===== src/logic/gemm_dma_pkg.sv =====
/*
 * gemm dma shared definitions
 * memory word, address and beat count types, controller state encoding
 */
`default_nettype none

package gemm_dma_pkg;

    // one memory beat carries one 32-bit element
    localparam int MEM_DW = 32;

    // memory data word, also one matrix element
    typedef logic [MEM_DW-1:0] mem_word_t;

    // byte address on the memory side
    typedef logic [31:0] mem_addr_t;

    // row count of A and B, zero is illegal
    typedef logic [7:0] mat_dim_t;

    // beats in one phase, 255 rows x SA_WIDTH fits with room
    typedef logic [15:0] beat_cnt_t;

    // controller phases
    typedef enum logic [2:0] {
        ST_IDLE     = 3'd0,
        ST_READ     = 3'd1,
        ST_DRAIN    = 3'd2,
        ST_MM_START = 3'd3,
        ST_MM_WAIT  = 3'd4,
        ST_WRITE    = 3'd5,
        ST_DONE     = 3'd6
    } dma_state_t;

endpackage

`default_nettype wire

===== src/logic/gemm_dma_top.sv =====
/*
 * gemm dma engine
 * loads A and B into the row buffers, runs the matrix engine, stores C
 */
`timescale 1ns/1ns
`default_nettype none

module gemm_dma_top
    import gemm_dma_pkg::*;
#(
    parameter int SA_WIDTH = 4,
    parameter int BUF_AW   = 6,
    localparam int BUF_DW  = SA_WIDTH * MEM_DW,
    localparam int CIDX_W  = (SA_WIDTH > 1) ? $clog2(SA_WIDTH * SA_WIDTH) : 1
) (
    input  logic              clk,
    input  logic              rst_n,
    // job configuration, stable from start to done
    input  mem_addr_t         mat_a_addr_i,
    input  mem_addr_t         mat_b_addr_i,
    input  mem_addr_t         mat_c_addr_i,
    input  mat_dim_t          mat_width_i,
    input  logic              start_i,
    output logic              done_o,
    // memory read port
    output logic              rd_req_o,
    output mem_addr_t         rd_addr_o,
    input  logic              rd_valid_i,
    input  mem_word_t         rd_data_i,
    // memory write port
    output logic              wr_req_o,
    output mem_addr_t         wr_addr_o,
    output mem_word_t         wr_data_o,
    // row buffers
    output logic              buf_a_wren_o,
    output logic              buf_b_wren_o,
    output logic [BUF_AW-1:0] buf_waddr_o,
    output logic [BUF_DW-1:0] buf_wdata_o,
    // matrix engine
    output logic              mm_start_o,
    input  logic              mm_done_i,
    output logic [CIDX_W-1:0] c_idx_o,
    input  mem_word_t         c_data_i
);

    logic      issue_en;
    logic      write_en;
    logic      issue_last;
    logic      resp_last;
    logic      write_last;
    beat_cnt_t issue_cnt;
    beat_cnt_t resp_cnt;
    beat_cnt_t write_cnt;

    dma_ctrl_fsm u_ctrl (
        .clk          (clk),
        .rst_n        (rst_n),
        .start_i      (start_i),
        .issue_last_i (issue_last),
        .resp_last_i  (resp_last),
        .write_last_i (write_last),
        .mm_done_i    (mm_done_i),
        .issue_en_o   (issue_en),
        .write_en_o   (write_en),
        .mm_start_o   (mm_start_o),
        .done_o       (done_o)
    );

    dma_beat_counter #(.SA_WIDTH(SA_WIDTH)) u_cnt (
        .clk          (clk),
        .rst_n        (rst_n),
        .mat_width_i  (mat_width_i),
        .start_i      (start_i),
        .issue_en_i   (issue_en),
        .rd_valid_i   (rd_valid_i),
        .write_en_i   (write_en),
        .issue_cnt_o  (issue_cnt),
        .resp_cnt_o   (resp_cnt),
        .write_cnt_o  (write_cnt),
        .issue_last_o (issue_last),
        .resp_last_o  (resp_last),
        .write_last_o (write_last)
    );

    dma_addr_gen #(.SA_WIDTH(SA_WIDTH)) u_addr (
        .clk          (clk),
        .rst_n        (rst_n),
        .mat_a_addr_i (mat_a_addr_i),
        .mat_b_addr_i (mat_b_addr_i),
        .mat_c_addr_i (mat_c_addr_i),
        .mat_width_i  (mat_width_i),
        .issue_en_i   (issue_en),
        .issue_cnt_i  (issue_cnt),
        .write_en_i   (write_en),
        .write_cnt_i  (write_cnt),
        .c_data_i     (c_data_i),
        .rd_req_o     (rd_req_o),
        .rd_addr_o    (rd_addr_o),
        .wr_req_o     (wr_req_o),
        .wr_addr_o    (wr_addr_o),
        .wr_data_o    (wr_data_o),
        .c_idx_o      (c_idx_o)
    );

    dma_row_packer #(.SA_WIDTH(SA_WIDTH), .BUF_AW(BUF_AW)) u_pack (
        .clk          (clk),
        .rst_n        (rst_n),
        .mat_width_i  (mat_width_i),
        .rd_valid_i   (rd_valid_i),
        .rd_data_i    (rd_data_i),
        .resp_cnt_i   (resp_cnt),
        .buf_a_wren_o (buf_a_wren_o),
        .buf_b_wren_o (buf_b_wren_o),
        .buf_waddr_o  (buf_waddr_o),
        .buf_wdata_o  (buf_wdata_o)
    );

endmodule

`default_nettype wire


===== src/logic/dma_row_packer.sv =====
/*
 * dma row packer
 * gathers SA_WIDTH read beats into one buffer row, writes it to A or B
 */
`timescale 1ns/1ns
`default_nettype none

module dma_row_packer
    import gemm_dma_pkg::*;
#(
    parameter int SA_WIDTH = 4,
    parameter int BUF_AW   = 6,
    localparam int BUF_DW  = SA_WIDTH * MEM_DW
) (
    input  logic              clk,
    input  logic              rst_n,
    input  mat_dim_t          mat_width_i,
    input  logic              rd_valid_i,
    input  mem_word_t         rd_data_i,
    input  beat_cnt_t         resp_cnt_i,
    output logic              buf_a_wren_o,
    output logic              buf_b_wren_o,
    output logic [BUF_AW-1:0] buf_waddr_o,
    output logic [BUF_DW-1:0] buf_wdata_o
);

    logic [BUF_DW-1:0] row_q;
    logic [BUF_DW-1:0] row_d;
    beat_cnt_t         row_idx;
    logic              row_end;
    logic              in_b;

    // position of the incoming beat
    assign row_idx = resp_cnt_i / beat_cnt_t'(SA_WIDTH);
    assign row_end = ((resp_cnt_i % beat_cnt_t'(SA_WIDTH)) == beat_cnt_t'(SA_WIDTH - 1));
    assign in_b    = (row_idx >= beat_cnt_t'(mat_width_i));

    // new beat enters at the top
    // element 0 ends up in the low bits after a full row
    always_comb begin
        row_d = row_q >> MEM_DW;
        row_d[BUF_DW-1 -: MEM_DW] = rd_data_i;
    end

    always_ff @(posedge clk) begin
        if (rd_valid_i)
            row_q <= row_d;
    end

    // write strobe one cycle after the row's last beat
    always_ff @(posedge clk or negedge rst_n) begin
        if (!rst_n) begin
            buf_a_wren_o <= 1'b0;
            buf_b_wren_o <= 1'b0;
        end else begin
            buf_a_wren_o <= rd_valid_i && row_end && !in_b;
            buf_b_wren_o <= rd_valid_i && row_end && in_b;
        end
    end

    // B rows restart at address 0
    always_ff @(posedge clk) begin
        if (rd_valid_i && row_end) begin
            if (in_b)
                buf_waddr_o <= BUF_AW'(row_idx - beat_cnt_t'(mat_width_i));
            else
                buf_waddr_o <= BUF_AW'(row_idx);
        end
    end

    // row register holds the finished row during the write cycle
    assign buf_wdata_o = row_q;

    // every row of A and B needs its own buffer slot
    a_width_fits: assert property (@(posedge clk) disable iff (!rst_n)
        rd_valid_i |-> (mat_width_i != '0) && (int'(mat_width_i) <= (1 << BUF_AW)));

endmodule

`default_nettype wire


===== src/logic/dma_addr_gen.sv =====
/*
 * dma address generator
 * registered read requests for A and B and write requests for C
 */
`timescale 1ns/1ns
`default_nettype none

module dma_addr_gen
    import gemm_dma_pkg::*;
#(
    parameter int SA_WIDTH = 4,
    localparam int CIDX_W = (SA_WIDTH > 1) ? $clog2(SA_WIDTH * SA_WIDTH) : 1
) (
    input  logic              clk,
    input  logic              rst_n,
    input  mem_addr_t         mat_a_addr_i,
    input  mem_addr_t         mat_b_addr_i,
    input  mem_addr_t         mat_c_addr_i,
    input  mat_dim_t          mat_width_i,
    input  logic              issue_en_i,
    input  beat_cnt_t         issue_cnt_i,
    input  logic              write_en_i,
    input  beat_cnt_t         write_cnt_i,
    input  mem_word_t         c_data_i,
    output logic              rd_req_o,
    output mem_addr_t         rd_addr_o,
    output logic              wr_req_o,
    output mem_addr_t         wr_addr_o,
    output mem_word_t         wr_data_o,
    output logic [CIDX_W-1:0] c_idx_o
);

    beat_cnt_t a_beats;
    beat_cnt_t b_idx;
    logic      in_b;

    // beats of A, B follows right after
    assign a_beats = beat_cnt_t'(mat_width_i) * beat_cnt_t'(SA_WIDTH);
    assign in_b    = (issue_cnt_i >= a_beats);
    assign b_idx   = issue_cnt_i - a_beats;

    // row-major accumulator select, data comes back the same cycle
    assign c_idx_o = write_cnt_i[CIDX_W-1:0];

    always_ff @(posedge clk or negedge rst_n) begin
        if (!rst_n) begin
            rd_req_o <= 1'b0;
            wr_req_o <= 1'b0;
        end else begin
            rd_req_o <= issue_en_i;
            wr_req_o <= write_en_i;
        end
    end

    // 4 bytes per element
    always_ff @(posedge clk) begin
        if (issue_en_i) begin
            if (in_b)
                rd_addr_o <= mat_b_addr_i + (mem_addr_t'(b_idx) << 2);
            else
                rd_addr_o <= mat_a_addr_i + (mem_addr_t'(issue_cnt_i) << 2);
        end
        if (write_en_i) begin
            wr_addr_o <= mat_c_addr_i + (mem_addr_t'(write_cnt_i) << 2);
            wr_data_o <= c_data_i;
        end
    end

endmodule

`default_nettype wire


===== src/logic/dma_beat_counter.sv =====
/*
 * dma beat counters
 * issue, response and write counts with terminal flags per phase
 */
`timescale 1ns/1ns
`default_nettype none

module dma_beat_counter
    import gemm_dma_pkg::*;
#(
    parameter int SA_WIDTH = 4
) (
    input  logic      clk,
    input  logic      rst_n,
    input  mat_dim_t  mat_width_i,
    input  logic      start_i,
    input  logic      issue_en_i,
    input  logic      rd_valid_i,
    input  logic      write_en_i,
    output beat_cnt_t issue_cnt_o,
    output beat_cnt_t resp_cnt_o,
    output beat_cnt_t write_cnt_o,
    output logic      issue_last_o,
    output logic      resp_last_o,
    output logic      write_last_o
);

    beat_cnt_t rd_total;
    beat_cnt_t wr_total;
    beat_cnt_t issue_q;
    beat_cnt_t resp_q;
    beat_cnt_t write_q;

    // A then B, N rows of SA_WIDTH beats each
    assign rd_total = beat_cnt_t'(mat_width_i) * beat_cnt_t'(2 * SA_WIDTH);
    // full C tile
    assign wr_total = beat_cnt_t'(SA_WIDTH * SA_WIDTH);

    always_ff @(posedge clk or negedge rst_n) begin
        if (!rst_n) begin
            issue_q <= '0;
            resp_q  <= '0;
            write_q <= '0;
        end else if (start_i) begin
            // beat 0 is issued in the start cycle
            issue_q <= issue_en_i ? beat_cnt_t'(1) : '0;
            resp_q  <= '0;
            write_q <= '0;
        end else begin
            if (issue_en_i)
                issue_q <= issue_q + beat_cnt_t'(1);
            if (rd_valid_i)
                resp_q <= resp_q + beat_cnt_t'(1);
            if (write_en_i)
                write_q <= write_q + beat_cnt_t'(1);
        end
    end

    // count still holds the previous job during the start cycle
    assign issue_cnt_o = start_i ? '0 : issue_q;
    assign resp_cnt_o  = resp_q;
    assign write_cnt_o = write_q;

    // issue and write flags mark the final beat, resp flag marks all received
    assign issue_last_o = (issue_cnt_o == rd_total - beat_cnt_t'(1));
    assign resp_last_o  = (resp_q == rd_total);
    assign write_last_o = (write_q == wr_total - beat_cnt_t'(1));

    // in-order memory, a response needs a request already sent
    a_resp_after_issue: assert property (@(posedge clk) disable iff (!rst_n)
        rd_valid_i |-> (resp_q < issue_q));

endmodule

`default_nettype wire


===== src/logic/dma_ctrl_fsm.sv =====
/*
 * dma controller FSM
 * steps through read issue, response drain, matrix engine start and wait,
 * C write-back, then a one-cycle done strobe
 */
`timescale 1ns/1ns
`default_nettype none

module dma_ctrl_fsm
    import gemm_dma_pkg::*;
(
    input  logic clk,
    input  logic rst_n,
    input  logic start_i,
    input  logic issue_last_i,
    input  logic resp_last_i,
    input  logic write_last_i,
    input  logic mm_done_i,
    output logic issue_en_o,
    output logic write_en_o,
    output logic mm_start_o,
    output logic done_o
);

    dma_state_t state_q;
    dma_state_t state_d;
    logic       done_q;

    // state register
    always_ff @(posedge clk or negedge rst_n) begin
        if (!rst_n)
            state_q <= ST_IDLE;
        else
            state_q <= state_d;
    end

    // next state
    always_comb begin
        state_d = state_q;
        case (state_q)
            ST_IDLE: begin
                if (start_i)
                    state_d = ST_READ;
            end
            ST_READ: begin
                // last request goes out this cycle
                if (issue_last_i)
                    state_d = ST_DRAIN;
            end
            ST_DRAIN: begin
                // all beats in, final row lands in the buffer now
                if (resp_last_i)
                    state_d = ST_MM_START;
            end
            ST_MM_START: begin
                state_d = ST_MM_WAIT;
            end
            ST_MM_WAIT: begin
                // first C write overlaps the done cycle
                // a 1x1 array is finished right there
                if (mm_done_i)
                    state_d = write_last_i ? ST_DONE : ST_WRITE;
            end
            ST_WRITE: begin
                if (write_last_i)
                    state_d = ST_DONE;
            end
            ST_DONE: begin
                state_d = ST_IDLE;
            end
            default: begin
                state_d = ST_IDLE;
            end
        endcase
    end

    // issue starts in the start cycle so the first request is one cycle out
    assign issue_en_o = ((state_q == ST_IDLE) && start_i) || (state_q == ST_READ);

    // write-back starts on the done strobe itself
    assign write_en_o = ((state_q == ST_MM_WAIT) && mm_done_i) || (state_q == ST_WRITE);

    // one cycle after the last buffer row write
    assign mm_start_o = (state_q == ST_MM_START);

    // done trails the last registered write request by one cycle
    always_ff @(posedge clk or negedge rst_n) begin
        if (!rst_n)
            done_q <= 1'b0;
        else
            done_q <= (state_q == ST_DONE);
    end

    assign done_o = done_q;

    // host only starts a job when the engine is free
    a_start_in_idle: assert property (@(posedge clk) disable iff (!rst_n)
        start_i |-> (state_q == ST_IDLE));

    // matrix engine answers only a start it was given
    a_mm_done_in_wait: assert property (@(posedge clk) disable iff (!rst_n)
        mm_done_i |-> (state_q == ST_MM_WAIT));

endmodule

`default_nettype wire


===== config.mk =====
export PLATFORM = sky130hd
export DESIGN_NAME = gemm_dma_top
export DESIGN_NICKNAME = d
export VERILOG_FILES = /design/src/logic/gemm_dma_pkg.sv /design/src/logic/gemm_dma_top.sv /design/src/logic/dma_row_packer.sv /design/src/logic/dma_addr_gen.sv /design/src/logic/dma_beat_counter.sv /design/src/logic/dma_ctrl_fsm.sv
export SDC_FILE = /design/constraint.sdc
export NUM_CORES = 1
export LEC_CHECK = 0
export ABC_AREA = 1
export BUFFER_PORTS_ARGS = -buffer_cell sky130_fd_sc_hd__buf_2
export CORE_ASPECT_RATIO = 1.25
export CORE_MARGIN = 2
export CORE_UTILIZATION = 54
export DETAILED_ROUTE_END_ITERATION = 8
export HOLD_SLACK_MARGIN = 0.05
export PLACE_DENSITY = 0.77
export SYNTH_ARGS = -nofsm -noshare
export SYNTH_HDL_FRONTEND = slang
export SYNTH_HIERARCHICAL = 1
export SYNTH_SLANG_ARGS = --single-unit

===== constraint.sdc =====
create_clock -name clk -period 6.69 [get_ports clk]
set_input_delay 0.669 -clock clk [delete_from_list [all_inputs] [get_ports clk]]
set_output_delay 0.669 -clock clk [all_outputs]
set_load 0.02 [all_outputs]

==> results.yml, run 1 <==
run_status:
  status: "finished clean"
placed_design:
  io_buffers: 412
  hpwlAfterDp_um: 42520
  routabilityCongestion: 0.9983
  dp_slack_ns: 1.896
  postPlaceCellArea_mm2: 0.01894
worst_setup_path:
  r2r_setup_slack_ns: 2.74
  path_max_fanout: 44
  worstSetupEndpointType: "register"
  cp_cell_sequence: "buf_2, inv_2, nand2_1, inv_1, inv_1, fa_1, inv_1, nand3_1, a21oi_1, o21ai_0, nand4_1, xnor2_1, ha_1, nand2_1, nor2_1, a21boi_0, o21bai_1, nand2_1, nand2_1, nand3_2, nand2_1"
  critical_path_class: "in -> reg"
  reg2regPathDepth: 20
  crit_path_start_kind: "input port"
  arrival_ns: 4.73
  required_ns: 6.98
  r2r_end: "u_addr/rd_addr_o[27]"
  cp_slowest_cell: "inv_2"
  slowest_delay_ns: 0.61
  crit_top_cell: "nand2_1"
  reg2reg_from: "u_cnt/issue_q[2]"
synth:
  async_flop_share_pct: 19.58
  synthFlopType: "edfxtp_1"
  synth_enable_flop_cells: 230
  netlist_area_mm2: 0.01650
  synth_top_family_by_area: "simple AND/OR/NAND/NOR gates"
  synth_simple_gate_area_share_pct: 27.00
  synth-seq-area-share_pct: 50.35
  synthCells: 1912
  yosysWarnings: 6
  synthMuxAreaShare_pct: 0
  synth-adder-area-share_pct: 5.991
  synth-xor-area-share_pct: 3.397
  synth_nets: 2161
  synth_cell_types: 51
  avgSynthCellArea_um2: 8.629
  synth_compound_area_share_pct: 6.044
  ys_seq_elements: 286
grt:
  grt_pass1_vias: 14320
  grt-ovfl-total: 0
  antenna_found_initial: 6
  grt_max_degree: 78
  track_usage_pct: 32.63
  grt_pass1_wl_um: 79580
floorplanning:
  fp.dieH_um: 199.4
  num_io_pins: 413
  core_mm2: 0.03012
  fp-row-count: 71
  dieWidth_um: 160.3
  die-area_mm2: 0.03198
  initial_core_util_pct: 54.79
route:
  ant_nets: 0
  route.vias.total: 15030
  vias_per_cell: 5.432
  wire_per_inst_um: 19.28
  drt-total-wl_um: 53340
  drt-initial-drc-count: 1355
  drc: 0
  firstDrtPassIters: 6
cts:
  cts_tree: "built"
  clk_latency_ns: 0.55
  clk_path_buf_depth: 3
  postCtsSetupBuffers: 0
  numCtsBuffers: 29
  htree_levels: 1
  clkSinkCount: 286
  ctsRootBufferMaster: "clkbuf_16"
  postCtsHoldBufs: 0
  cts_resized: 0
  clkSlewWorstSetupHoldPaths_ns: 0.06
layout:
  final_nets: 2589
  final_area_mm2: 0.01983
  final_common_cell: "nand2_1"
  drive_gt1_share_pct: 22.35
  area_growth_syn_to_layout_pct: 20.16
  final_cell_mix: "568 x nand2_1, 411 x buf_2, 262 x inv_1"
sta:
  rsz0062_at_grt: "no"
  slew_headroom_pct: 35.62
  clock_skew_ns: 0.01441
  post-route-period-util_pct: 66.41
  final_hold_viol_count: 0
  max_slew.worst_pin.slew_ns: 0.9657
  min_period_ns: 4.443
  slew_viol_final: 0
  setup_violations: 0
  finalSetupTns_ns: 0
  max_freq_mhz: 225.1
  worst_slack_ns: 2.247
job:
  maxCapViolCount: 0
pwr:
  irDropWorstVdd_uv: 191.7
  cellPowerDensity_mw_per_mm2: 261.8
  p_total_w: 0.005190
  leakagePower_nw: 9.737
min_path:
  min_path_type: "in -> async"
[cell usage after synthesis, types with 15 or more instances]
cell      number  share of area (%)
a21oi_1       79                2.4
dfrtp_1       56                8.5
edfxtp_1     230                 42
ha_1          71                5.4
inv_1        262                6.0
nand2_1      568                 13
nand3_1      131                4.0
nand3_2       18                1.1
nand3b_1      15               0.68
nand4_1       31                1.2
nor2_1       186                4.2
nor3_1        34                1.0
o21ai_0       46                1.4
xnor2_1       25                1.3
xor2_1        39                2.1
[final cells by class]
class | instances | area [um2]
sequential | 286 | 8308
multi-input combinational | 1336 | 7013
clock buffer | 36 | 752.0
fill | 2517 | 10290
antenna | 4 | 10.01
tap | 401 | 501.7
clock inverter | 17 | 125.1
timing repair buffer | 416 | 2098
inverter | 271 | 1018
[per-stage QoR]
stage                     utilization (%)  hold WS (ns)  instances
after detailed placement            62.89        0.4278       2710
after floorplan                         -        0.3734       1912
after global routing                65.83        0.2743       2766
after CTS                           65.80        0.2742       2763
after global placement              62.89        0.4252       2710
final                               65.84        0.2471       2767
[per-layer routing]
| metal | vias up | share of wire [%] | global-route usage, % |
|---|---|---|---|
| li1 | 7140 | - | - |
| met1 | 7041 | 37 | 39.26 |
| met2 | 729 | 49 | 56.47 |
| met3 | 121 | 9.1 | 6.455 |
| met4 | 0 | 5.2 | 15.88 |
| met5 | - | 0 | 0 |
[cell families (layout without fill, tap and decap cells)]
family                   after synthesis  in the layout
adder cells (fa/ha/maj)               76             76
XOR/XNOR                              64             64
AO/OA/AOI/OAI                        172            172
flip-flops                           286            286
other                                  0              4
buffers and inverters                290            740
AND/OR/NAND/NOR                     1024           1024
[worst max path at each step]
stage / from / end / slack [ns] / cells past startpoint
after floorplan: mm_done_i / u_cnt/write_cnt_o[9] / 1.94 / 7
after global placement: start_i / u_addr/rd_addr_o[30] / 2.00 / 23
after detailed placement: start_i / u_addr/rd_addr_o[22] / 1.90 / 23
after CTS: start_i / u_addr/rd_addr_o[26] / 2.45 / 20
after global routing: start_i / u_addr/rd_addr_o[27] / 1.92 / 21
final: start_i / u_addr/rd_addr_o[27] / 2.25 / 21
[worst max-delay path: cells and delay by family]
family                   cells  cell delay (ns)
buffers and inverters        5             1.19
AO/OA/AOI/OAI                4             0.88
adder cells (fa/ha/maj)      2             0.82
AND/OR/NAND/NOR              9             1.05
XOR/XNOR                     1             0.11
[where the power goes]
part	switching [W]	internal, W
Clock	0.000669	0.000839
Sequential	0.000167	0.00226
Combinational	0.000905	0.000347
[flip-flops by register name (all words and copies together) (netlist names)]
signal / count
u_pack/buf_wdata_o: 128
u_addr/rd_addr_o: 32
u_addr/wr_addr_o: 32
u_addr/wr_data_o: 32
u_cnt/issue_q: 16
u_cnt/resp_cnt_o: 16
u_cnt/write_cnt_o: 16
u_pack/buf_waddr_o: 6
u_ctrl/state_q: 3
u_addr/rd_req_o: 1
u_addr/wr_req_o: 1
u_ctrl/done_o: 1
u_pack/buf_a_wren_o: 1
u_pack/buf_b_wren_o: 1
(Power assumes the default switching activity.)
==> inputs of run 2 (changes only) <==
--- a/config.mk
+++ b/config.mk
@@ -5,14 +5,14 @@
 export SDC_FILE = /design/constraint.sdc
 export NUM_CORES = 1
 export LEC_CHECK = 0
-export ABC_AREA = 1
+export ABC_AREA = 0
 export BUFFER_PORTS_ARGS = -buffer_cell sky130_fd_sc_hd__buf_2
 export CORE_ASPECT_RATIO = 1.25
 export CORE_MARGIN = 2
-export CORE_UTILIZATION = 54
+export CORE_UTILIZATION = 48
 export DETAILED_ROUTE_END_ITERATION = 8
 export HOLD_SLACK_MARGIN = 0.05
-export PLACE_DENSITY = 0.77
+export PLACE_DENSITY = 0.74
 export SYNTH_ARGS = -nofsm -noshare
 export SYNTH_HDL_FRONTEND = slang
 export SYNTH_HIERARCHICAL = 1
==> constraint.sdc (replaced) <==
create_clock -name clk -period 3.81 [get_ports clk]
set_input_delay 0.381 -clock clk [delete_from_list [all_inputs] [get_ports clk]]
set_output_delay 0.381 -clock clk [all_outputs]
set_load 0.02 [all_outputs]
==> run 2 against run 1 <==
- non-clock buffer count grew 147
- combinational power grew 25%
- clock-buffer cell count is the same
- total power grew 63%
- register-to-register slack lost 2.7 ns
- final cell count shrank 22%
- utilization grew 0.16 points
==> results.yml, run 2 <==
worst_setup_path:
  worstSetupEndpointType: "register"
  worst-path-stages: 20
  critical_path_class: "reg -> reg"
  arrival_ns: 4.08
  slowest_delay_ns: 0.40
  reg2reg_from: "u_cnt/issue_q[2]"
  path_delay_family: "compound AO/OA/AOI/OAI gates"
  cp_slowest_cell: "o31ai_4"
  cp_cell_sequence: "nor2b_4, inv_2, ha_4, fa_2, inv_2, a21oi_4, o21ai_2, a21o_1, a21o_1, xnor2_1, ha_1, nand2_2, nor2_4, a221o_1, a21oi_2, buf_6, o31ai_4, nand4_1, xor2_1, mux2i_1"
  required_ns: 4.10
  r2r_setup_slack_ns: 0.01
  crit_path_start_kind: "register"
  path_max_fanout: 7
  r2r_end: "u_addr/rd_addr_o[29]"
  path_buf_inv: 3
  reg2regPathDepth: 20
  crit_start: "u_cnt/issue_q[2]"
  cp-endpoint: "u_addr/rd_addr_o[29]"
grt:
  grt-ovfl-total: 0
  antenna_found_initial: 7
  track_usage_pct: 25.18
  grt_pass1_vias: 11310
  grt_pass1_wl_um: 60720
  grt_max_degree: 96
layout:
  final_cell_mix: "411 x buf_2, 230 x edfxtp_1, 90 x nor2_1"
  fillerInstances: 2189
  stdcell_count: 2150
  regArea_mm2: 0.008308
  drive_gt1_share_pct: 35.95
  final_nets: 1973
  area_growth_syn_to_layout_pct: 34.94
  multiInputGateArea_mm2: 0.005937
  final_common_cell: "buf_2"
  largest_reg_flops: 128
route:
  vias_per_cell: 5.212
  wire_per_inst_um: 19.19
  drt-total-wl_um: 41260
  route.vias.total: 11210
  drt-initial-drc-count: 679
  firstDrtPassIters: 5
  drc: 0
  ant_nets: 0
cts:
  clk_path_buf_depth: 3
  clk_latency_ns: 0.57
  clkSlewWorstSetupHoldPaths_ns: 0.06
  cts_tree: "built"
  numCtsBuffers: 29
  htree_levels: 1
  clkSinkCount: 286
  ctsRootBufferMaster: "clkbuf_16"
pwr:
  irDropWorstVdd_uv: 369.7
  p_total_w: 0.008450
  combPwrFrac_pct: 18.4
  pwr-share-clk_pct: 35.8
  p_seq_share_pct: 45.8
  power.share.switching_pct: 27.88
  p_int_w: 0.006094
  switchingPower_w: 0.002356
  leakagePower_nw: 8.360
  cellPowerDensity_mw_per_mm2: 436.4
sta:
  post-route-period-util_pct: 99.64
  slew_viol_final: 0
  max_slew.worst_pin.slew_ns: 0.7402
  setup_violations: 0
  min_period_ns: 3.796
  clock_skew_ns: 0.01109
  rsz0062_at_grt: "yes"
  max_freq_mhz: 263.4
  slew_headroom_pct: 50.65
  final_hold_viol_count: 0
floorplanning:
  fp.dieH_um: 197.3
  fp-row-count: 70
  initial_core_util_pct: 48.90
  die-area_mm2: 0.03130
  dieWidth_um: 158.6
  num_io_pins: 413
  core_mm2: 0.02934
placed_design:
  place_inst: 2013
  hpwlAfterDp_um: 30490
  routabilityCongestion: 0.9227
  io_buffers: 412
synth:
  netlist_area_mm2: 0.01435
  synth-seq-area-share_pct: 57.90
  synth_largest_area_cell: "edfxtp_1"
  avgSynthCellArea_um2: 12.47
  synthFlopType: "edfxtp_1"
  synth_nets: 1400
  ys_seq_elements: 286
  synth_area_leaders: "edfxtp_1 48%, dfrtp_1 9.8%, ha_1 6.2%"
  synth_top_area_share_pct: 48.13
  synth_enable_flop_cells: 230
  synth_cell_types: 89
  yosysWarnings: 6
  async_flop_share_pct: 19.58
  synthTopCellsByCount: "230 x edfxtp_1, 95 x nor2_1, 78 x xnor2_1"
  synthCells: 1151
  synth_most_common_cell: "edfxtp_1"
run_status:
  status: "finished clean"
min_path:
  min_path_type: "in -> reg"
job:
  maxCapViolCount: 0
## run 2: metal layers
| metal | vias to the layer above | wire length (um) | GRT usage [%] |
|---|---|---|---|
| li1 | 5352 | - | - |
| met3 | 81 | 3683 | 7.328 |
| met5 | - | 7 | 0 |
| met4 | 2 | 1679 | 10.54 |
| met2 | 423 | 20620 | 44.46 |
| met1 | 5348 | 15270 | 28.14 |
## run 2: cells by family (layout without fill, tap and decap cells)
kind of cell | after synthesis | after routing | synth area share (%)
DFF | 286 | 286 | 57.90
adders and majority gates | 76 | 76 | 6.889
muxes | 29 | 29 | 2.197
other | 0 | 7 | 0
buffers and inverters | 77 | 673 | 2.346
and+or+nand+nor | 357 | 357 | 13.52
AOI/OAI and AO/OA | 177 | 177 | 8.057
xor gates and xnor gates | 149 | 149 | 9.095
## run 2: final cells by class
class / count / share of cell area, %
Antenna cell: 7 / 0.09047
Clock buffer: 36 / 3.935
Timing Repair Buffer: 563 / 17.49
Clock inverter: 18 / 1.267
Inverter: 56 / 1.086
Tap cell: 396 / 2.559
Sequential cell: 286 / 42.91
Multi-Input combinational cell: 788 / 30.66
## run 2: power groups by stage
| stage | clock (W) | sequential [W] | combinational (W) |
|---|---|---|---|
| after floorplan | 0 | 0.00424 | 0.000511 |
| after global placement | 0 | 0.00391 | 0.00145 |
| after detailed placement | 0 | 0.00392 | 0.00147 |
| after CTS | 0.00308 | 0.00386 | 0.00154 |
| after global routing | 0.00320 | 0.00390 | 0.00168 |
| final | 0.00303 | 0.00387 | 0.00156 |
## run 2: worst reg2reg max path, cell delays in order (launching register included)
cell and delay [ns]:
dfrtp_1 0.36, nor2b_4 0.16, inv_2 0.05, ha_4 0.16
fa_2 0.37, inv_2 0.09, a21oi_4 0.06, o21ai_2 0.16
a21o_1 0.14, a21o_1 0.18, xnor2_1 0.10, ha_1 0.32
nand2_2 0.08, nor2_4 0.10, a221o_1 0.17, a21oi_2 0.04
buf_6 0.14, o31ai_4 0.40, nand4_1 0.17, xor2_1 0.18
mux2i_1 0.09
## run 2: repair_timing
| item | CTS | global route |
|---|---|---|
| buffers inserted | 4 | 6 |
| hold buffers | 66 | 0 |
| endpoints found under the setup margin | 12 | 18 |
| resized for setup | 6 | 29 |
| pin swaps | 12 | 48 |
| endpoints found under the hold margin | 92 | 0 |
## run 2: through the flow
step / instance area (um2) / hold WS [ns] / TNS (ns) / util (%) / setup slack [ns]
floorplan: 14490 / 0.08541 / -0.04247 / - / -0.03342
global placement: 17470 / 0.4243 / -1.750 / 59.54 / -0.1714
detailed placement: 17470 / 0.4271 / -2.822 / 59.54 / -0.2263
CTS: 19180 / 0.06739 / 0 / 65.38 / 0.01714
global route: 19360 / 0.05087 / -1.551 / 65.97 / -0.1721
finish: 19360 / 0.07546 / 0 / 65.99 / 0.01353
## run 2: worst min-delay path by stage
stage / from / to / slack (ns) / depth (start not counted)
after global placement: u_pack/buf_wdata_o[72] / u_pack/buf_wdata_o[40] / 0.42 / 0
after detailed placement: u_pack/buf_wdata_o[81] / u_pack/buf_wdata_o[49] / 0.43 / 0
final: c_data_i[17] / u_addr/wr_data_o[17] / 0.08 / 1
after global routing: c_data_i[17] / u_addr/wr_data_o[17] / 0.05 / 1
after floorplan: rst_n / u_addr/rd_req_o / 0.09 / 0
after CTS: c_data_i[17] / u_addr/wr_data_o[17] / 0.07 / 1
